## src/cpu_defs.svh

```systemverilog
`ifndef CPU_DEFS_SVH
`define CPU_DEFS_SVH

// architectural widths and sizes
`define XLEN        32
`define REG_COUNT   32
`define REG_IDX_W   5
`define ALU_CTRL_W  4
`define IMEM_WORDS  256
`define DMEM_WORDS  256

// rv32i opcodes, subset only
`define OP_RTYPE    7'b0110011
`define OP_ITYPE    7'b0010011
`define OP_LOAD     7'b0000011
`define OP_STORE    7'b0100011
`define OP_BRANCH   7'b1100011
`define OP_JAL      7'b1101111
`define OP_JALR     7'b1100111
`define OP_SYSTEM   7'b1110011

// funct3 values
`define F3_ADD_SUB  3'b000
`define F3_SLT      3'b010
`define F3_XOR      3'b100
`define F3_OR       3'b110
`define F3_AND      3'b111
`define F3_BEQ      3'b000
`define F3_BNE      3'b001

// alu ops, EQ and NE only feed the branch condition
`define ALU_ADD     4'd0
`define ALU_SUB     4'd1
`define ALU_AND     4'd2
`define ALU_OR      4'd3
`define ALU_XOR     4'd4
`define ALU_SLT     4'd5
`define ALU_EQ      4'd6
`define ALU_NE      4'd7

`define ECALL_REG   5'd17   // a7
`define HALT_CODE   32'd10
`define RESET_PC    32'h0000_0000

`endif

```

## src/cpu_pkg.sv

```systemverilog
`include "cpu_defs.svh"

package cpu_pkg;

  // data word or byte address
  typedef logic [`XLEN-1:0] word_t;

  // register number
  typedef logic [`REG_IDX_W-1:0] reg_idx_t;

  // raw instruction word
  typedef logic [`XLEN-1:0] inst_t;

  // alu operation select
  typedef logic [`ALU_CTRL_W-1:0] alu_ctrl_t;

  // word index into instruction memory
  typedef logic [$clog2(`IMEM_WORDS)-1:0] imem_addr_t;

endpackage

```

## src/decode_stage.sv

```systemverilog
`timescale 1ns/1ps
`include "cpu_defs.svh"

module decode_stage import cpu_pkg::*; (
  input  logic      clk,
  input  logic      reset,
  input  inst_t     id_inst,
  input  word_t     id_pc,
  input  logic      redirect,
  input  word_t     rs1_data,
  input  word_t     rs2_data,
  input  reg_idx_t  mem_rd,          // EX/MEM destination, ecall check
  input  logic      mem_reg_write,
  output reg_idx_t  rs1_idx,
  output reg_idx_t  rs2_idx,
  output logic      hazard_stall,
  output alu_ctrl_t ex_alu_ctrl,
  output reg_idx_t  ex_rs1,
  output reg_idx_t  ex_rs2,
  output reg_idx_t  ex_rd,
  output word_t     ex_rs1_data,
  output word_t     ex_rs2_data,
  output word_t     ex_imm,
  output word_t     ex_pc,
  output logic      ex_alu_src,
  output logic      ex_mem_read,
  output logic      ex_mem_write,
  output logic      ex_reg_write,
  output logic      ex_pc_to_reg,
  output logic      ex_branch,
  output logic      ex_jal,
  output logic      ex_jalr,
  output logic      ex_halt
);

  logic [2:0] funct3;
  alu_ctrl_t  alu_ctrl;
  word_t      imm;
  logic       alu_src, mem_read, mem_write, reg_write, pc_to_reg;
  logic       branch, jal, jalr, is_ecall;
  logic       load_use, ecall_wait;

  assign funct3  = id_inst[14:12];
  assign rs1_idx = is_ecall ? `ECALL_REG : id_inst[19:15];  // ecall reads a7
  assign rs2_idx = id_inst[24:20];

  // main control and immediate select
  always_comb begin
    {alu_src, mem_read, mem_write, reg_write, pc_to_reg} = '0;
    {branch, jal, jalr, is_ecall} = '0;
    alu_ctrl = `ALU_ADD;
    imm      = {{20{id_inst[31]}}, id_inst[31:20]};  // I form unless overridden
    case (id_inst[6:0])
      `OP_RTYPE: begin
        reg_write = 1'b1;
        case (funct3)
          `F3_ADD_SUB: alu_ctrl = id_inst[30] ? `ALU_SUB : `ALU_ADD;
          `F3_SLT:     alu_ctrl = `ALU_SLT;
          `F3_XOR:     alu_ctrl = `ALU_XOR;
          `F3_OR:      alu_ctrl = `ALU_OR;
          `F3_AND:     alu_ctrl = `ALU_AND;
          default:     alu_ctrl = `ALU_ADD;
        endcase
      end
      `OP_ITYPE: {alu_src, reg_write} = 2'b11;  // addi only
      `OP_LOAD:  {alu_src, mem_read, reg_write} = 3'b111;
      `OP_STORE: begin
        {alu_src, mem_write} = 2'b11;
        imm = {{20{id_inst[31]}}, id_inst[31:25], id_inst[11:7]};
      end
      `OP_BRANCH: begin
        branch   = 1'b1;
        alu_ctrl = (funct3 == `F3_BNE) ? `ALU_NE : `ALU_EQ;
        imm = {{19{id_inst[31]}}, id_inst[31], id_inst[7], id_inst[30:25],
               id_inst[11:8], 1'b0};
      end
      `OP_JAL: begin
        {jal, reg_write, pc_to_reg} = 3'b111;
        imm = {{11{id_inst[31]}}, id_inst[31], id_inst[19:12], id_inst[20],
               id_inst[30:21], 1'b0};
      end
      `OP_JALR:   {jalr, alu_src, reg_write, pc_to_reg} = 4'b1111;
      `OP_SYSTEM: is_ecall = 1'b1;
      default: ;                              // bubble or unknown, no effect
    endcase
  end

  // load result not ready for the next instruction
  assign load_use = ex_mem_read && (ex_rd != '0) &&
                    (ex_rd == rs1_idx || ex_rd == rs2_idx);
  // a7 still in flight, wait until it can come through the regfile bypass
  assign ecall_wait = is_ecall &&
                      ((ex_reg_write && ex_rd == `ECALL_REG) ||
                       (mem_reg_write && mem_rd == `ECALL_REG));
  assign hazard_stall = load_use || ecall_wait;

  // ID/EX control, bubbled on flush or stall
  always_ff @(posedge clk) begin
    if (reset || redirect || hazard_stall) begin
      {ex_alu_src, ex_mem_read, ex_mem_write, ex_reg_write, ex_pc_to_reg} <= '0;
      {ex_branch, ex_jal, ex_jalr, ex_halt} <= '0;
    end else begin
      {ex_alu_src, ex_mem_read, ex_mem_write} <= {alu_src, mem_read, mem_write};
      {ex_reg_write, ex_pc_to_reg} <= {reg_write, pc_to_reg};
      {ex_branch, ex_jal, ex_jalr} <= {branch, jal, jalr};
      ex_halt <= is_ecall && (rs1_data == `HALT_CODE);
    end
  end

  // ID/EX payload
  always_ff @(posedge clk) begin
    ex_alu_ctrl <= alu_ctrl;
    ex_rs1      <= rs1_idx;
    ex_rs2      <= rs2_idx;
    ex_rd       <= id_inst[11:7];
    ex_rs1_data <= rs1_data;
    ex_rs2_data <= rs2_data;
    ex_imm      <= imm;
    ex_pc       <= id_pc;
  end

endmodule

```

## config.mk

```make
export PLATFORM = sky130hd
export DESIGN_NAME = decode_stage
export DESIGN_NICKNAME = d
export VERILOG_FILES = /design/src/cpu_pkg.sv /design/src/decode_stage.sv
export VERILOG_INCLUDE_DIRS = /design/src /design/src/src
export SDC_FILE = /design/constraint.sdc
export NUM_CORES = 1
export LEC_CHECK = 0
export BUFFER_PORTS_ARGS = -buffer_cell sky130_fd_sc_hd__buf_4
export CORE_AREA = 2 2 119 121
export DETAILED_ROUTE_END_ITERATION = 8
export DIE_AREA = 0 0 121 123
export GPL_ROUTABILITY_DRIVEN = 0
export PLACE_DENSITY = 0.66
export SLEW_MARGIN = 25
export SYNTH_ARGS = -nofsm -noshare
export SYNTH_HDL_FRONTEND = slang
export SYNTH_SLANG_ARGS = --single-unit
```

## constraint.sdc

```tcl
create_clock -name clk -period 2.1 [get_ports clk]
set_clock_uncertainty 0.05 [all_clocks]
set_input_delay 0.105 -clock clk [delete_from_list [all_inputs] [get_ports clk]]
set_output_delay 0.105 -clock clk [all_outputs]
set_load 0.03 [all_outputs]
```

Yosys cells after proc, flatten, opt, wreduce, memory -nomap -nowiden
Index checks and enable logic that the tools add are counted.
W data, S select, Z words.
{"block": "totals", "output_inout_bits": 167, "romBits": 0, "wordCells": 66, "ram_bits": 0, "n_memories": 0, "latchBits": 0, "inputBits": 137, "ff_bits": 145}
{"block": "op_classes", "n_mux": 15, "n_lt_le_gt_ge": 0, "add_sub_neg": 0, "shifts": 0, "multipliers": 0, "reduce_logical": 16, "eq_ne": 18, "n_bitwise": 0, "div_mod_pow": 0}
{"cell": "$pmux W20 S3", "n": 1}
{"cell": "$eq A32 B4 Y1 const B", "n": 1}
{"cell": "$eq A7 B7 Y1 const B", "n": 4}
{"cell": "$pmux W3 S5", "n": 1}
{"cell": "$eq A7 B6 Y1 const B", "n": 2}
{"cell": "$mux W1", "n": 11}
{"cell": "$eq A5 B5 Y1", "n": 2}
{"cell": "$eq A5 B5 Y1 const B", "n": 2}
{"cell": "$eq A3 B3 Y1 const B", "n": 3}
{"cell": "$eq A7 B2 Y1 const B", "n": 1}
{"cell": "$eq A7 B5 Y1 const B", "n": 1}
{"cell": "$logic_and A1 B1 Y1", "n": 6}
{"cell": "$pmux W3 S2", "n": 1}
{"cell": "$logic_or A1 B1 Y1", "n": 5}
{"cell": "$mux W5", "n": 1}
{"cell": "$reduce_bool A5 Y1", "n": 1}
{"cell": "$reduce_or A5 Y1", "n": 1}
{"cell": "$reduce_or A4 Y1", "n": 1}
{"cell": "$eq A3 B1 Y1 const B", "n": 1}
{"cell": "$eq A3 B2 Y1 const B", "n": 1}
{"cell": "$logic_not A3 Y1", "n": 1}
{"cell": "$reduce_or A2 Y1", "n": 1}

Longest topological paths before layout
{"block": "logic_depth", "word_depth": 8, "ltp_mapped": 6}

Least setup slack after synthesis
Ideal clock, no wire load.
{"block": "synth_path", "path_type": "register to output", "startpoint": "register ex_rd[0]", "endpoint": "output port hazard_stall", "arrival_ns": 1.883, "stages_incl_launch_ff": 6, "slack_ns": 0.062, "required_time_ns": 1.945, "n_path_buf": 0, "cell_sequence": "dfxtp_1 -> or4_1 -> nor2_1 -> or4_1 -> o31ai_2 -> or2_1"}
{"block": "synth_via", "elab_chain_cells": 5, "word_cells_on_any_way": 11, "cone_classes": "eq/ne: 3; reduce/logical: 8"}
{"element": "start, declared", "line_no": "decode_stage.sv:20", "rtl": "output reg_idx_t ex_rd,"}
{"element": "start signal, assigned", "line_no": "decode_stage.sv:115", "rtl": "ex_rd <= id_inst[11:7];"}
{"element": "$eq A5 B5 Y1 (no source line)"}
{"element": "$logic_and A1 B1 Y1 (no source line)"}
{"element": "$logic_or A1 B1 Y1", "line_no": "decode_stage.sv:93", "rtl": "((ex_reg_write && ex_rd == `ECALL_REG) ||"}
{"element": "$logic_and A1 B1 Y1", "line_no": "decode_stage.sv:92", "rtl": "assign ecall_wait = is_ecall &&"}
{"element": "$logic_or A1 B1 Y1 *", "line_no": "decode_stage.sv:95", "rtl": "assign hazard_stall = load_use || ecall_wait;"}
{"element": "end, declared", "line_no": "decode_stage.sv:16", "rtl": "output logic hazard_stall,"}
Mark *: on every way between the ends. The rest lies on a longest branch, timed or not.

Worst setup path in the final report
{"block": "layout_path", "startpoint": "register ex_rd[1]", "endpoint": "output port hazard_stall"}
The elaborated chain is that of the path after synthesis.

==> metrics.txt <==
Min-Delay Path Class=in2reg; CTS H-Tree Depth=4; share of synthesized area occupied by flip-flops and latches=76.0%; average instance area after synthesis=13.4 µm²; TritonCTS clock tree=built; fraction of registers with async set/reset=0%; Main synth FF type=dfxtp_1; Post-Syn Nets=421; power density of the placed cells=859 nW/µm²; Final Core Density=59.6%; antenna violations before repair=3; data arrival time of the worst path=2040 ps; placed cell count=751; synthesized instance count=284; wire length of the first global-routing pass=22500 µm; maximum number of pins on one net before global-route repair=17; GR Overflow Total=0; Fin. Hold Viols=0; initial cell density of the core=27.9%; pre-CTS setup slack=118 ps; Vert. Die Dim=123 µm; TritonCTS buffer count=17; Core Area=13600 µm²; GRT Resource Usage Total=20.3%; final setup violating endpoints=1; Critical Path Source Type=flip-flop; share of final-layout standard cells stronger than drive strength 1=49.9%; setup slack after layout=-99.7 ps; unrepaired setup endpoints after global routing=true; number of sinks driven by the clock tree=144; critical path data required time=1950 ps; part of the total power dissipated in combinational logic=15.8%; Pleak=3.85 nW; Peak Freq=455 MHz; number of primary I/O pins=304; xor and xnor fraction of the mapped netlist area=1.62%; main combinational cell family by area after synthesis=simple AND/OR/NAND/NOR gates; largest fanout on the critical path=5; count of final max-slew check failures=0; Register-to-Register Path Depth=7; NetSw=1.85 mW; HPWL Detailed=10500 µm; run status=finished, violations left; number of distinct library cell variants in the gate-level netlist after synthesis=44; largest registers ranked by flip-flop count=ex_pc: 32 flops, ex_rs1_data: 32 flops, ex_rs2_data: 32 flops; first-iteration detailed-routing DRC count=133; via count=3861; Compound-Gate Fraction of Synth Area=4.88%; worst hold stages=3; WS Path Type=reg2out; failing checks=setup timing; number of rows created at floorplan=43; adder-cell share of the synthesized area=0%; part of the power in registers=41.9%; number of remaining DRC errors=0; switching portion of total power=26.6%; fraction of synthesized area in multiplexers=0.297%; vias in the first global route=4070; drt first pass iters=5; Final Critical Period=2200 ps; Die Footprint=14900 µm²; routed vias/inst=4.22; final worst path period share=105%; final routed wire length divided by cell count=16.9 µm; clock-pin slew on the worst setup and hold paths=70 ps; nature of the critical path endpoint=primary output; power share of the clock group=42.3%; flip-flop and latch count after synthesis=144; total negative slack for setup checks=-99.7 ps; post-synthesis to final-layout area growth=114%; combined area of all synthesized cells=3790 µm²; Synth Area in Simple Gates=12.4%; buffer cell driving the clock tree root=clkbuf_16; Net count, final=858; DRT Wirelength=15500 µm; clock latency at the later pin of the worst-skew pair=420 ps; post-layout instance count excluding filler cells=916; die boundary width=121 µm; post-route antenna net violation count=0; number of flops mapped to enable cells by yosys=0; count of port buffers added during placement=302; number of warning messages in the yosys log=0; max-capacitance violation count=0; largest voltage drop on the vdd net=459 µV; internal power consumption=5.12 mW; clock tree buffer depth=2; Final Hold Slack=34.5 ps
critical path, stage by stage (launching register included):
cell and delay, ps:
dfxtp_4 360, or4_4 540, nor2_4 100, or4_4 160
o31ai_2 70, or2_1 240, buf_6 150
cells by family (layout without fill, tap and decap cells):
logic type,count (synthesis),count (layout)
compound gates,25,25
xor+xnor,7,7
buf+inv,29,479
flops,144,144
mux,1,1
other cells,1,3
simple gates,77,77
through the flow:
stage / power, mW / area, µm²
2_1_floorplan: 3.38 / 3790
4_1_cts: 6.99 / 8070
3_5_place_dp: 3.86 / 6190
6_report: 6.97 / 8110
3_3_place_gp: 3.85 / 6190
5_1_grt: 7.22 / 8110
Yosys cell counts (all sizes together), types with 3 or more instances:
cell type    n  share of area (%)
nor2         6               0.59
a21o         8                1.6
nand2       24                2.4
dfxtp      144                 76
nand4        4               0.66
inv          7               0.69
nor4        11                2.3
nor2b        5               0.82
and3         3               0.49
xnor2        3               0.69
buf         19                3.8
or4          3               0.59
xor2         4               0.92
clkbuf       3               0.30
nor4b        5                1.6
o21ai        6               0.79
nor3         5               0.66
area by class of cell:
type,instances,area [µm²]
Tap cell,180,225
Clock inverter,14,143
Multi-Input combinational cell,111,756
Antenna cell,2,5.00
Fill cell,1040,5500
Timing Repair Buffer,440,3620
Inverter,7,26.3
Sequential cell,144,2890
Clock buffer,18,439
worst paths after layout:
path / from / slack (ps) / to
setup / recovery: ex_rd[1] / -100 / hazard_stall
hold / removal: id_inst[4] / 30 / ex_alu_ctrl[1]
setup reg to reg: ex_rd[1] / 170 / ex_branch
hold reg to reg: ex_mem_read / 830 / ex_reg_write
placed cells by master (no fill, tap or decap), drive strengths merged, types with 2 or more instances in the layout:
| master | instances |
|---|---|
| a31oi | 2 |
| nand2 | 24 |
| or2 | 2 |
| nand4 | 4 |
| a21o | 8 |
| dlygate4sd3 | 125 |
| xor2 | 4 |
| or4 | 3 |
| clkbuf | 18 |
| nor3 | 5 |
| and3 | 3 |
| clkinv | 2 |
| nor4 | 11 |
| buf | 315 |
| nor2 | 6 |
| dfxtp | 144 |
| and2 | 2 |
| diode | 2 |
| o21ai | 6 |
| nor4b | 5 |
| nor2b | 5 |
| clkinvlp | 2 |
| inv | 16 |
| xnor2 | 3 |
metal layers:
metal	GRT usage [%]	wire, µm	vias to the layer above
li1	-	-	1827
met1	18.8	5080	1783
met2	40.0	8630	219
met3	7.56	1410	30
met4	8.07	367	2
met5	0	13	-
power by group through the flow:
stage | clock network, mW | registers, mW | logic, mW
global route | 3.14 | 2.93 | 1.15
global placement | 0 | 2.98 | 0.878
CTS | 2.99 | 2.92 | 1.08
floorplan | 0 | 3.25 | 0.130
finish | 2.95 | 2.92 | 1.10
detailed placement | 0 | 2.98 | 0.883
repair_timing:
action	CTS	global route
hold endpoints to repair	136	0
buffers inserted	3	3
hold buffers	125	0
gates resized for setup	11	3
pin swaps	4	8
setup endpoints to repair	1	1
Note: power is estimated with default switching activity, not from simulation.
