## src/cpu_defs.svh

```systemverilog
`ifndef CPU_DEFS_SVH
`define CPU_DEFS_SVH

// architectural widths and sizes
`define XLEN        32
`define REG_COUNT   32
`define REG_IDX_W   5
`define ALU_CTRL_W  4
`define IMEM_WORDS  256
`define DMEM_WORDS  256

// rv32i opcodes, subset only
`define OP_RTYPE    7'b0110011
`define OP_ITYPE    7'b0010011
`define OP_LOAD     7'b0000011
`define OP_STORE    7'b0100011
`define OP_BRANCH   7'b1100011
`define OP_JAL      7'b1101111
`define OP_JALR     7'b1100111
`define OP_SYSTEM   7'b1110011

// funct3 values
`define F3_ADD_SUB  3'b000
`define F3_SLT      3'b010
`define F3_XOR      3'b100
`define F3_OR       3'b110
`define F3_AND      3'b111
`define F3_BEQ      3'b000
`define F3_BNE      3'b001

// alu ops, EQ and NE only feed the branch condition
`define ALU_ADD     4'd0
`define ALU_SUB     4'd1
`define ALU_AND     4'd2
`define ALU_OR      4'd3
`define ALU_XOR     4'd4
`define ALU_SLT     4'd5
`define ALU_EQ      4'd6
`define ALU_NE      4'd7

`define ECALL_REG   5'd17   // a7
`define HALT_CODE   32'd10
`define RESET_PC    32'h0000_0000

`endif

```

## src/cpu_pkg.sv

```systemverilog
`include "cpu_defs.svh"

package cpu_pkg;

  // data word or byte address
  typedef logic [`XLEN-1:0] word_t;

  // register number
  typedef logic [`REG_IDX_W-1:0] reg_idx_t;

  // raw instruction word
  typedef logic [`XLEN-1:0] inst_t;

  // alu operation select
  typedef logic [`ALU_CTRL_W-1:0] alu_ctrl_t;

  // word index into instruction memory
  typedef logic [$clog2(`IMEM_WORDS)-1:0] imem_addr_t;

endpackage

```

## src/execute_stage.sv

```systemverilog
`timescale 1ns/1ps
`include "cpu_defs.svh"

module execute_stage import cpu_pkg::*; (
  input  logic      clk,
  input  logic      reset,
  input  alu_ctrl_t ex_alu_ctrl,
  input  reg_idx_t  ex_rs1,
  input  reg_idx_t  ex_rs2,
  input  reg_idx_t  ex_rd,
  input  word_t     ex_rs1_data,
  input  word_t     ex_rs2_data,
  input  word_t     ex_imm,
  input  word_t     ex_pc,
  input  logic      ex_alu_src,
  input  logic      ex_mem_read,
  input  logic      ex_mem_write,
  input  logic      ex_reg_write,
  input  logic      ex_pc_to_reg,
  input  logic      ex_branch,
  input  logic      ex_jal,
  input  logic      ex_jalr,
  input  logic      ex_halt,
  input  reg_idx_t  wb_rd,
  input  logic      wb_reg_write,
  input  word_t     wb_data,
  output logic      redirect,
  output word_t     redirect_pc,
  output word_t     mem_alu_out,
  output word_t     mem_store_data,
  output word_t     mem_pc_plus4,
  output reg_idx_t  mem_rd,
  output logic      mem_read,
  output logic      mem_write,
  output logic      mem_reg_write,
  output logic      mem_pc_to_reg,
  output logic      mem_halt
);

  word_t mem_fwd, op_a, rs2_fwd, op_b, alu_result;

  // forwarding mux, memory stage first, x0 never forwarded
  function automatic word_t fwd_sel(reg_idx_t idx, word_t reg_val);
    if (mem_reg_write && mem_rd != '0 && mem_rd == idx)
      return mem_fwd;
    else if (wb_reg_write && wb_rd != '0 && wb_rd == idx)
      return wb_data;
    return reg_val;
  endfunction

  assign mem_fwd = mem_pc_to_reg ? mem_pc_plus4 : mem_alu_out;  // link value for jumps
  assign op_a    = fwd_sel(ex_rs1, ex_rs1_data);
  assign rs2_fwd = fwd_sel(ex_rs2, ex_rs2_data);
  assign op_b    = ex_alu_src ? ex_imm : rs2_fwd;

  always_comb begin
    case (ex_alu_ctrl)
      `ALU_SUB: alu_result = op_a - op_b;
      `ALU_AND: alu_result = op_a & op_b;
      `ALU_OR:  alu_result = op_a | op_b;
      `ALU_XOR: alu_result = op_a ^ op_b;
      `ALU_SLT: alu_result = word_t'($signed(op_a) < $signed(op_b));
      `ALU_EQ:  alu_result = word_t'(op_a == op_b);   // bit 0 is the branch condition
      `ALU_NE:  alu_result = word_t'(op_a != op_b);
      default:  alu_result = op_a + op_b;
    endcase
  end

  // resolved here, flushes IF/ID and ID/EX
  assign redirect    = ex_jal || ex_jalr || (ex_branch && alu_result[0]);
  assign redirect_pc = ex_jalr ? {alu_result[`XLEN-1:1], 1'b0} : ex_pc + ex_imm;

  always_ff @(posedge clk) begin
    if (reset) begin
      {mem_read, mem_write, mem_reg_write, mem_pc_to_reg, mem_halt} <= '0;
    end else begin
      {mem_read, mem_write, mem_reg_write} <= {ex_mem_read, ex_mem_write, ex_reg_write};
      {mem_pc_to_reg, mem_halt} <= {ex_pc_to_reg, ex_halt};
    end
  end

  // EX/MEM payload
  always_ff @(posedge clk) begin
    mem_alu_out    <= alu_result;
    mem_store_data <= rs2_fwd;         // forwarded store value
    mem_pc_plus4   <= ex_pc + word_t'(4);
    mem_rd         <= ex_rd;
  end

endmodule

```

## config.mk

```make
export PLATFORM = sky130hd
export DESIGN_NAME = execute_stage
export DESIGN_NICKNAME = d
export VERILOG_FILES = /design/src/cpu_pkg.sv /design/src/execute_stage.sv
export VERILOG_INCLUDE_DIRS = /design/src /design/src/src
export SDC_FILE = /design/constraint.sdc
export NUM_CORES = 1
export LEC_CHECK = 0
export BUFFER_PORTS_ARGS = -buffer_cell sky130_fd_sc_hd__buf_2
export CELL_PAD_IN_SITES_DETAIL_PLACEMENT = 1
export CELL_PAD_IN_SITES_GLOBAL_PLACEMENT = 1
export CORE_ASPECT_RATIO = 0.9
export CORE_UTILIZATION = 32
export DETAILED_ROUTE_END_ITERATION = 16
export PLACE_DENSITY_LB_ADDON = 0.1
export SYNTH_ARGS = -nofsm -noshare
export SYNTH_HDL_FRONTEND = slang
export SYNTH_SLANG_ARGS = --single-unit
```

## constraint.sdc

```tcl
create_clock -name clk -period 8.34 [get_ports clk]
set_input_delay 0.834 -clock clk [delete_from_list [all_inputs] [get_ports clk]]
set_output_delay 0.834 -clock clk [all_outputs]
set_load 0.005 [all_outputs]
```

# --- Word-level counts from Yosys, hierarchy flattened ---
# Index checks and enable logic that the tools add are counted.
totals:
  ff_bits: 106
  latch_bits: 0
  ramBits: 0
  mem_bits_ro: 0
  input_bits: 196
  output_inout_bits: 139
  n_memories: 0
classes:
  add_sub_neg: 4
  multipliers: 0
  div_mod_pow: 0
  n_lt_le_gt_ge: 1
  n_eq_ne: 13
  shift: 0
  muxes: 14
  n_bitwise: 3
  n_reduce_logical: 11
ops:
  columns: ["cell", "n"]
  rows:
  - ["two-way mux 32 bit", 9]
  - ["one-hot mux 32 bit (7 select lines)", 1]
  - ["adder 32 bit", 2]
  - ["adder 32 x 3 -> 32 bit (second input constant)", 1]
  - ["bitwise AND 32 bit", 1]
  - ["== test 32 bit", 1]
  - ["less-than comparator 32 bit", 1]
  - ["!= test 32 bit", 1]
  - ["bitwise OR 32 bit", 1]
  - ["subtractor 32 bit", 1]
  - ["bitwise XOR 32 bit", 1]
  - ["== test 5 bit", 4]
  - ["== test 4 x 3 -> 1 bit (second input constant)", 4]
  - ["nonzero test 5 bit", 2]
  - ["== test 4 x 2 -> 1 bit (second input constant)", 2]
  - ["logical AND 1 bit", 7]
  - ["== test 4 x 1 -> 1 bit (second input constant)", 1]
  - ["two-way mux 1 bit", 4]
  - ["logical OR 1 bit", 2]

# --- Longest topological paths before layout ---
# Gate-level depths: netlist of run 1.
depth:
  ltp_word: 11
  ltp_mapped: 21
  ltp_nobuf: 20

# --- Worst setup path after synthesis of run 1 ---
# No wires, ideal clock.
synth_timing:
  path_kind: "input -> output"
  from: "input port wb_rd[4]"
  to: "output port redirect_pc[30]"
  arrival_ns: 5.623
  t_required_ns: 7.506
  setup_slack_ns: 1.883
  cell_stages: 21
  n_path_buf: 2
  cell_sequence: "xnor2_1 nand3_1 nor4_1 clkbuf_1 buf_4 a211oi_1 a21oi_1 mux2_2 ha_1 inv_1 fa_1 and2b_1 o21ai_1 a21oi_2 o211ai_2 a2111oi_4 nor2_2 o41ai_2 o221ai_1 a221o_1 mux2_4"
synth_via:
  elab_chain_cells: 10
  word_cells_on_any_way: 20
synth_rtl:
  columns: ["item", "line", "text"]
  rows:
  - ["start: declaration", "execute_stage.sv:24", "input reg_idx_t wb_rd,"]
  - ["nonzero test 5 bit", "execute_stage.sv:46", "else if (wb_reg_write && wb_rd != '0 && wb_rd == idx)"]
  - ["logical AND 1 bit", "execute_stage.sv:46", null]
  - ["logical AND 1 bit *", "execute_stage.sv:46", null]
  - ["two-way mux 1 bit *", "execute_stage.sv:46", null]
  - ["two-way mux 1 bit *", "execute_stage.sv:44", "if (mem_reg_write && mem_rd != '0 && mem_rd == idx)"]
  - ["two-way mux 32 bit *", "execute_stage.sv:48", "return reg_val;"]
  - ["net rs2_fwd[0]", "execute_stage.sv:40", "word_t mem_fwd, op_a, rs2_fwd, op_b, alu_result;"]
  - ["two-way mux 32 bit *", "execute_stage.sv:54", "assign op_b = ex_alu_src ? ex_imm : rs2_fwd;"]
  - ["adder 32 bit / subtractor 32 bit (equally long branches)", "execute_stage.sv:65, execute_stage.sv:58", null]
  - ["one-hot mux 32 bit (7 select lines) *", "execute_stage.sv:57", "case (ex_alu_ctrl)"]
  - ["net alu_result[30]", "execute_stage.sv:40", null]
  - ["two-way mux 32 bit *", "execute_stage.sv:71", "assign redirect_pc = ex_jalr ? {alu_result[`XLEN-1:1], 1'b0} : ex_pc + ex_imm;"]
  - ["end: declaration", "execute_stage.sv:28", "output word_t redirect_pc,"]
# The timed path passes the listed nets; every way through them passes the cells marked *.

# --- Worst setup path after layout of run 1 ---
layout_timing:
  from: "input port wb_rd[1]"
  to: "output port redirect_pc[19]"
# Same word-level chain as after synthesis.

==> results of run 1 <==
## path summary, 6_finish.rpt
path / startpoint / endpoint / slack, ps / cells past startpoint
max: wb_rd[1] / redirect_pc[19] / 990 / 20
min: ex_rd[1] / mem_rd[1] / 570 / 1
max reg2reg: mem_rd[3] / mem_alu_out[19] / 2710 / 17
min reg2reg: mem_alu_out[29] / mem_store_data[29] / 650 / 2
## metal layers
metal,GRT usage,vias to the layer above,wire length (µm)
met4,0.0496,0,569
met3,0.0408,30,3710
met1,0.457,6398,28800
met2,0.441,487,24200
met5,0,-,0
li1,-,6014,-
## placed cells by master, fill, tap and decap left out, drive strengths merged, types with 9 or more instances in the layout
| master | instances |
|---|---|
| a211oi | 45 |
| a21o | 27 |
| a21oi | 138 |
| a221oi | 19 |
| and3 | 9 |
| buf | 349 |
| clkbuf | 10 |
| dfxtp | 106 |
| ha | 129 |
| inv | 117 |
| mux2 | 32 |
| mux2i | 116 |
| nand2 | 77 |
| nand3 | 31 |
| nand4 | 16 |
| nor2 | 95 |
| nor2b | 54 |
| nor3 | 21 |
| nor4 | 11 |
| o21ai | 89 |
| o21bai | 21 |
| o221ai | 14 |
| o22ai | 19 |
| or2 | 10 |
| xnor2 | 60 |
| xor2 | 26 |
## stage by stage
| stage | util | setup WS [ps] | area, µm² | instances | total power [µW] |
|---|---|---|---|---|---|
| after floorplan | - | 1880 | 11800 | 1497 | 1220 |
| after global placement | 0.385 | 1180 | 13900 | 2247 | 1660 |
| after detailed placement | 0.385 | 1080 | 13900 | 2247 | 1670 |
| after CTS | 0.394 | 1050 | 14200 | 2263 | 2160 |
| after global routing | 0.394 | 695 | 14200 | 2266 | 2290 |
| final | 0.394 | 986 | 14300 | 2267 | 2180 |
## cell families (layout without fill, tap and decap cells)
kind of cell             after synthesis  after routing  share of synthesized area
adder cells (fa/ha/maj)              132            132                      0.142
AND/OR/NAND/NOR                      365            365                      0.157
flip-flops                           106            106                      0.180
multiplexers                         148            148                      0.130
XOR/XNOR                              86             86                     0.0640
buffers and inverters                191            481                     0.0637
AO/OA/AOI/OAI                        469            469                      0.264
other                                  0              4                          0
## cell type report
cell class / instances / area (µm²) / area share
inverters: 116 / 435 / 0.0306
clock inverters: 6 / 87.6 / 0.00615
well taps: 476 / 596 / 0.0418
multi-input cells: 1200 / 8940 / 0.627
diodes: 4 / 10.0 / 0.000702
flip-flops and latches: 106 / 2120 / 0.149
repair buffers: 349 / 1820 / 0.128
clock buffers: 10 / 239 / 0.0168
## report_power, final
| group | total (µW) | internal, µW | switching, µW |
|---|---|---|---|
| logic | 1080 | 404 | 673 |
| registers | 612 | 566 | 46.2 |
| clock network | 487 | 273 | 214 |
| total | 2180 | 1240 | 933 |
==> metrics.md, run 1 <==
| Metric | Value |
|---|---|
| Fin nets | 2110 |
| Status | complete, no violations |
| Setup TNS | 0 ps |
| Chip width | 204 µm |
| Clock buffer depth | 2 |
| Syn_nets | 1825 |
| Final Critical Period | 7350 ps |
| Worst Path Buf+Inv | 3 |
| Placer congestion estimate | 0.972 |
| Post-synthesis sequential area ratio | 0.180 |
| WP data arrival | 6520 ps |
| Crit Path Max Fanout | 64 |
| Synth Register Bits | 106 |
| Input/output buffers | 334 |
| Final hold viol count | 0 |
| DRT Wirelength | 57300 µm |
| Post-synth top cells | 137 x a21oi_1, 129 x ha_1, 116 x mux2i_1 |
| Via Count | 12900 |
| Crit path max-delay family | compound AO/OA/AOI/OAI gates |
| CTS sink count | 106 |
| CTS tree | done |
| Max-slew violation count | 0 |
| LEAKAGE | 0.00644 µW |
| Worst slew margin | 0.264 |
| Wirelength per Cell | 25.3 µm |
| Fmax | 136 MHz |
| Final ANT Viol Nets | 0 |
| Htree depth | 3 |
| Mapped Cells | 1497 |
| Post-cts sizing count | 0 |
| Synth Flop Type | dfxtp_1 |
| Maximum VDD drop | 95.6 µV |
| Initial core utilization | 0.326 |
| Max Clock Skew | 19.5 ps |
| Synth-to-layout area growth | 21.0% |
| Post-synth EDFFs | 0 |
| Initial antenna violation count | 5 |
| Max cap viols | 0 |
| Site Rows | 66 |
| Global route overflow | 0 |
| Synth Warn # | 0 |
| Die ar. | 37600 µm² |
| Boundary pin count | 335 |
| WHS | 572 ps |
| Min-Delay Path Class | primary input to flip-flop |
| Vias in the first global route | 12700 |
| Die H | 184 µm |
| Largest regs | mem_alu_out x32, mem_pc_plus4 x32, mem_store_data x32 |
| Worst skew pair latency | 370 ps |
| Worst Path Required | 7510 ps |
| Count leader, synth | a21oi_1 |
| Fillers | 4528 |
| Dpl hpwl | 47400 µm |
| Pin count of the biggest net entering global routing | 65 |
| Total CTS buffers | 9 |
| CP Launch Type | primary input |
| Core area | 36200 µm² |
| Max incr delay on CP | 520 ps |
| Synth async-reset ratio | 0 |
| Post-synth cell types | 81 |
| Postcts setup bufs | 0 |
| Syn_area_per_cell | 7.86 µm² |
| Area leader, netlist | dfxtp_1 |
| Root buf cell | clkbuf_16 |
| Syn Std Cell Area | 11800 µm² |
| First-pass GRT wire length | 83600 µm |
| Gr usage total | 0.299 |
| Reg clk slew, reported paths | 80 ps |
| Crit path max-delay cell type | or4_1 |
| DRC errors left | 0 |
| Period Utilization, post-route | 0.882 |
| Drt pass-1 iters | 5 |
| Vias per Instance | 5.70 |
| Iter 0 DRT Violations | 1073 |
| Pwr/cell area | 153 nW/µm² |
| Critical Setup Path Class | primary input to output pin |
| Share of cells above drive strength 1 | 0.243 |
| RSZ-0062 raised after global routing | false |
| Final setup vio count | 0 |
| Critical path capture point type | output pin |
| CP cell instances | buf_2, or4_1, o21ai_0, nor4_2, buf_12, a211oi_1, a21oi_1, mux2i_1, ha_1, nand4b_1, or2_0, nor4_2, or2_2, a21boi_1, o31ai_1, a21oi_1, a211o_1, o22ai_1, mux2_2, buf_2 |
| Worst slew pin tran | 1100 ps |
| Share of the synthesized area in the top cell type | 0.180 |
| Top post-synthesis cells by area | dfxtp_1 18%, ha_1 14%, mux2i_1 9.9% |
| CTS hold repair buffers | 0 |
(Power assumes the default switching activity.)
==> inputs of run 2 (changes only) <==
CORE_MARGIN = 2   (was not set)
clock period = 9.2 ns   (was 8.34 ns; I/O delays follow)
==> run 2 against run 1 <==
Worst setup slack improved by 480 ps. Critical path type unchanged. Critical path depth increased by 1. Clock power decreased by 15%. Highest routed layer is now met5. Critical endpoint is now redirect_pc[25].
==> metrics.md, run 2 (same netlist as run 1, synthesis figures left out) <==
| Metric | Value |
|---|---|
| Reg2reg start | mem_rd[3] |
| Fmax | 129 MHz |
| Htree depth | 3 (unchanged) |
| Seq pwr share | 0.283 (+0.002) |
| CP Launch Type | primary input |
| Share of cells above drive strength 1 | 0.243 (about the same) |
| Pwr/cell area | 137 nW/µm² (-10%) |
| Worst r2r dst | mem_alu_out[25] |
| Post-cts sizing count | 0 (unchanged) |
| Core area | 36200 µm² (unchanged) |
| Largest regs | mem_alu_out x32, mem_pc_plus4 x32, mem_store_data x32 |
| P_sw | 849 µW (-9.0%) |
| Placer congestion estimate | 0.925 (-4.9%) |
| R2R cell count | 18 (+1) |
| CP cell instances | buf_2, or4_1, o21ai_0, nor4_2, buf_4, buf_4, a211oi_1, a21oi_1, mux2i_1, ha_1, nor3b_1, nand4_1, nor3_1, o21ai_0, a21oi_1, a31o_2, o21bai_1, a32o_1, a221oi_2, mux2_2, buf_2 |
| CP endpoint | redirect_pc[25] |
| Synth-to-layout area growth | 20.7% |
| Reg clk slew, reported paths | 80 ps (about the same) |
| Die ar. | 38300 µm² (+2.1%) |
| Combinational Power Share | 0.504 (+0.009) |
| Final ANT Viol Nets | 0 (unchanged) |
| Most frequent cells in the layout | 334 x buf_2, 137 x a21oi_1, 129 x ha_1 |
| Boundary pin count | 335 (unchanged) |
| DRT Wirelength | 58200 µm (+1.5%) |
| Input/output buffers | 334 (unchanged) |
| First-pass GRT wire length | 82800 µm (-0.96%) |
| Clock Power Share | 0.213 (-0.011) |
| Drt pass-1 iters | 5 (unchanged) |
| Via Count | 13100 (+1.0%) |
| CTS sink count | 106 (unchanged) |
| Max incr delay on CP | 580 ps (+60 ps) |
| Status | complete, no violations |
| Fillers | 4540 (+0.27%) |
| Initial antenna violation count | 8 (+3) |
| Final Critical Period | 7730 ps |
| Switch share | 0.436 (+0.00698) |
| Clock buffer depth | 2 (unchanged) |
| Max Clock Skew | 17.2 ps (-2.31 ps) |
| Hold_sp | mem_alu_out[23] |
| Worst hold path depth | 2 (+1) |
| Dpl hpwl | 48200 µm (+1.5%) |
| Pin count of the biggest net entering global routing | 51 (-22%) |
| Period Utilization, post-route | 0.840 |
| Worst Path Required | 8280 ps (+770 ps) |
| Internal power | 1100 µW (-12%) |
| Critical path origin | wb_rd[1] |
| Max-slew violation count | 0 (unchanged) |
| Wirelength per Cell | 25.6 µm (+1.4%) |
| Min-Delay Path Class | flip-flop to flip-flop |
| Maximum VDD drop | 74.6 µV (-22%) |
| Worst slew pin tran | 1290 ps (+186 ps) |
| RSZ-0062 raised after global routing | false |
| Global route overflow | 0 (unchanged) |
| CTS tree | done |
| Critical path capture point type | output pin |
| Gr usage total | 0.293 (-0.00570) |
| Crit Path Max Fanout | 36 (-44%) |
| Fin nets | 2111 (+0.047%) |
| Iter 0 DRT Violations | 1090 (+1.6%) |
| Final hold viol count | 0 (unchanged) |
| Worst R2R Setup Slack | 3390 ps (+680 ps) |
| WP data arrival | 6810 ps (+290 ps) |
| Die H | 186 µm (+1.1%) |
| CTS hold repair buffers | 0 (unchanged) |
| Setup TNS | 0 ps (unchanged) |
| Root buf cell | clkbuf_16 |
| Worst skew pair latency | 370 ps (about the same) |
| DRC errors left | 0 (unchanged) |
| Max cap viols | 0 (unchanged) |
| Vias in the first global route | 12500 (-1.6%) |
| Total CTS buffers | 9 (unchanged) |
| Commonest non-fill, non-tap cell in the layout | buf_2 |
| Crit path max-delay cell type | nor3b_1 |
| Postcts setup bufs | 0 (unchanged) |
| Worst slew margin | 0.140 (-0.124) |
| Initial core utilization | 0.326 (unchanged) |
| Vias per Instance | 5.75 (+0.90%) |
| LEAKAGE | 0.00642 µW (-0.25%) |
| Critical Setup Path Class | primary input to output pin |
| Site Rows | 66 (unchanged) |
| Chip width | 206 µm (+0.98%) |
| Fin util | 0.393 (-0.00100) |
| Final setup vio count | 0 (unchanged) |
[run 2: changes by cell type in the layout (fill, tap and decap cells not counted), sizes merged]
cell      delta
clkinvlp     +1
clkbuf       +1
buf          +1
bufinv       -1
clkinv       -2
inv          +1
diode        +2
[run 2: per-stage QoR]
| stage | power, µW | setup slack, ps | instances | hold WS [ps] | area (µm²) |
|---|---|---|---|---|---|
| after floorplan | 1110 | 2570 | 1497 | 577 | 11800 |
| after global placement | 1510 | 1760 | 2248 | 608 | 13900 |
| after detailed placement | 1520 | 1640 | 2248 | 637 | 13900 |
| after CTS | 1940 | 1590 | 2264 | 640 | 14200 |
| after global routing | 2060 | 1070 | 2267 | 639 | 14200 |
| final | 1950 | 1470 | 2270 | 649 | 14200 |
[run 2: how the worst min path moves through the flow]
stage | end | slack [ps]
2_1_floorplan | mem_store_data[21] | 580
3_3_place_gp | mem_store_data[12] | 610
3_5_place_dp | mem_store_data[23] | 640
4_1_cts | mem_rd[1] | 640
5_1_grt | mem_rd[1] | 640
6_report | mem_store_data[23] | 650
[run 2: layout make-up]
class,instances,area (µm²),area share
diodes,6,15.0,0.00106
clock buffers,11,243,0.0171
clock inverters,5,60.1,0.00422
inverters,116,435,0.0306
multi-input cells,1200,8940,0.629
flip-flops and latches,106,2120,0.149
well taps,476,596,0.0419
repair buffers,350,1800,0.127
[run 2: power groups by stage]
| stage | Clock (µW) | Combinational [µW] | Sequential, µW |
|---|---|---|---|
| 4_1_cts | 423 | 962 | 551 |
| 3_3_place_gp | 0 | 947 | 561 |
| 5_1_grt | 442 | 1060 | 555 |
| 3_5_place_dp | 0 | 957 | 562 |
| 6_report | 414 | 983 | 552 |
| 2_1_floorplan | 0 | 554 | 552 |
[run 2: layer usage]
metal | GRT usage | part of all wire
met1 | 0.450 | 0.50
met2 | 0.426 | 0.42
met3 | 0.0438 | 0.071
met4 | 0.0614 | 0.015
met5 | 0 | 0.00031
[run 2: critical path, delay by kind of cell]
family                     cells  cell delay [ps]
buffers and inverters          4              790
adders and majority gates      1              450
and+or+nand+nor                5             1570
AOI/OAI and AO/OA              9             2390
muxes                          2              650
==> inputs of run 3 (changes only) <==
clock period = 6.2 ns   (was 9.2 ns; I/O delays follow)
==> run 3 against run 2 <==
First-iteration DRC count fell by 7.0%. Register-to-register slack got worse by 2200 ps. Total power rose by 65%. Combinational power rose by 76%. Wire length rose by 3.0%. Critical path depth rose by 3. Hold slack got worse by 300 ps. Final area rose by 13%. Largest power group unchanged.
==> metrics.md, run 3 (same netlist as run 1, synthesis figures left out) <==
| Metric | Value |
|---|---|
| Internal power | 1870 µW (+70%) |
| Combinational Power Share | 0.537 (+0.033) |
| LEAKAGE | 0.00740 µW (+15%) |
| Pwr/cell area | 201 nW/µm² (+46%) |
| Fin util | 0.444 (+0.0506) |
| Most frequent cells in the layout | 334 x buf_2, 191 x buf_4, 130 x a21oi_1 |
| Hold Crit Endpoint | mem_rd[1] |
| Seq pwr share | 0.255 (-0.028) |
| Chip width | 206 µm (unchanged) |
| Max-slew violation count | 0 (unchanged) |
| Core area | 36200 µm² (unchanged) |
| Maximum VDD drop | 145 µV (+95%) |
| Crit Path Max Fanout | 16 (-56%) |
| Dpl hpwl | 50200 µm (+4.3%) |
| Max Clock Skew | 11.9 ps (-5.26 ps) |
| Initial core utilization | 0.326 (unchanged) |
| DRC errors left | 0 (unchanged) |
| Fmax | 162 MHz |
| Boundary pin count | 335 (unchanged) |
| Period Utilization, post-route | 0.998 |
| Clock Power Share | 0.208 (-0.005) |
| Final Critical Period | 6190 ps |
| Drt pass-1 iters | 5 (unchanged) |
| Overall power | 3220 µW (+65%) |
| CTS sink count | 106 (unchanged) |
| Input/output buffers | 334 (unchanged) |
| Worst Path Buf+Inv | 6 (+2) |
| Crit path max-delay family | compound AO/OA/AOI/OAI gates |
| Worst r2r dst | mem_alu_out[24] |
| Vias per Instance | 5.57 (-3.2%) |
| Via Count | 13700 (+4.6%) |
| Worst slew pin tran | 999 ps (-292 ps) |
| Pin count of the biggest net entering global routing | 51 (unchanged) |
| Wirelength per Cell | 24.4 µm (-4.7%) |
| Synth-to-layout area growth | 36.3% |
| Status | complete, no violations |
| Min-Delay Path Class | primary input to flip-flop |
| Worst hold path depth | 1 (-1) |
| Fin nets | 2294 (+8.7%) |
| Switch share | 0.419 (-0.0165) |
| Iter 0 DRT Violations | 1014 (-7.0%) |
| Final ANT Viol Nets | 0 (unchanged) |
| CTS tree | done |
| Worst R2R Setup Slack | 1230 ps (-2160 ps) |
| Initial antenna violation count | 5 (-3) |
| Die ar. | 38300 µm² (unchanged) |
| Max incr delay on CP | 540 ps (-40 ps) |
| Global route overflow | 0 (unchanged) |
| Worst Path Required | 5580 ps (-2700 ps) |
| Placer congestion estimate | 0.988 (+6.8%) |
| RSZ-0062 raised after global routing | true |
| R2R cell count | 21 (+3) |
| Gr usage total | 0.301 (+0.00751) |
| Reg2reg start | mem_rd[4] |
| Total CTS buffers | 9 (unchanged) |
| Final setup vio count | 0 (unchanged) |
| First-pass GRT wire length | 85500 µm (+3.3%) |
| Hold_sp | ex_rd[1] |
| Final hold viol count | 0 (unchanged) |
| Site Rows | 66 (unchanged) |
| CTS hold repair buffers | 0 (unchanged) |
| Reg clk slew, reported paths | 80 ps (about the same) |
| DRT Wirelength | 59900 µm (+3.0%) |
| CP cell instances | buf_2, or4_4, o21ai_4, nor4_4, buf_12, buf_4, a211oi_1, a21oi_2, mux2_4, ha_1, inv_1, fa_2, and2b_1, o21ai_2, a21oi_2, o211ai_2, a21oi_1, or2_2, a21oi_1, o21ai_0, o21ai_0, buf_4, mux2_2, buf_2 |
| Crit path max-delay cell type | or4_4 |
| Critical Setup Path Class | primary input to output pin |
| Worst skew pair latency | 370 ps (about the same) |
| WP data arrival | 5570 ps (-1240 ps) |
| Max cap viols | 0 (unchanged) |
| Die H | 186 µm (unchanged) |
| Commonest non-fill, non-tap cell in the layout | buf_2 |
| Htree depth | 3 (unchanged) |
| Critical path capture point type | output pin |
| Clock buffer depth | 2 (unchanged) |
| CP Launch Type | primary input |
| Largest regs | mem_alu_out x32, mem_pc_plus4 x32, mem_store_data x32 |
| Root buf cell | clkbuf_16 |
| Vias in the first global route | 13400 (+7.7%) |
| Share of cells above drive strength 1 | 0.344 (+0.102) |
| P_sw | 1350 µW (+59%) |
| Worst slew margin | 0.332 (+0.193) |
run 3: metal layers:
metal / global-route usage / wire [µm]
met4: 0.0771 / 1200
met5: 0 / 0
met2: 0.450 / 25500
met3: 0.0476 / 4410
met1: 0.444 / 28800
run 3: worst register-to-register path, stage by stage (launching register included):
cell and delay (ps):
dfxtp_1 370, or4_1 590, o21ai_4 220, nor4_4 90, buf_12 170, a211oi_1 210
a21oi_1 80, mux2_2 330, ha_2 410, buf_4 140, inv_2 40, o311a_4 400
nor2_4 140, a221oi_4 100, a2111oi_4 410, nor2_2 90, buf_4 150, nor3_1 160
buf_4 150, o21ai_0 60, o21ai_1 390, buf_4 200
run 3: per-stage QoR:
step | hold slack (ps) | cells | worst slack (ps) | setup TNS (ps) | area [µm²]
floorplan | 577 | 1497 | 171 | 0 | 11800
global placement | 606 | 2422 | -296 | -2100 | 15300
detailed placement | 628 | 2422 | -403 | -4450 | 15300
CTS | 344 | 2439 | 7.20 | 0 | 15700
global route | 343 | 2451 | -209 | -1850 | 16000
finish | 351 | 2453 | 10.2 | 0 | 16000
run 3: how the worst max path moves through the flow:
| stage | slack, ps | cells past startpoint | endpoint | from |
|---|---|---|---|---|
| floorplan | 170 | 21 | redirect_pc[30] | wb_rd[4] |
| finish | 10 | 24 | redirect_pc[18] | wb_rd[1] |
| CTS | 7 | 21 | redirect_pc[30] | mem_rd[4] |
| global placement | -300 | 20 | redirect_pc[30] | ex_rs1[1] |
| global route | -210 | 23 | redirect_pc[30] | wb_rd[1] |
| detailed placement | -400 | 23 | redirect_pc[24] | wb_rd[3] |
run 3: power by group through the flow:
stage / sequential (µW) / combinational (µW) / clock (µW)
3_3_place_gp: 833 / 1610 / 0
5_1_grt: 826 / 1860 / 700
4_1_cts: 819 / 1650 / 679
2_1_floorplan: 819 / 822 / 0
6_report: 821 / 1730 / 669
3_5_place_dp: 835 / 1630 / 0
run 3: layout make-up:
cell class	instances	area, µm²
Sequential cell	106	2120
Antenna cell	6	15.0
Fill cell	4422	20100
Clock buffer	10	239
Inverter	116	435
Tap cell	476	596
Multi-Input combinational cell	1200	9290
Timing Repair Buffer	533	3250
Clock inverter	6	96.3
run 3: what timing repair did:
item	CTS	global route
pin swaps	2	15
setup buffers	1	8
hold endpoints to repair	0	0
gates resized for setup	18	75
setup endpoints to repair	20	24
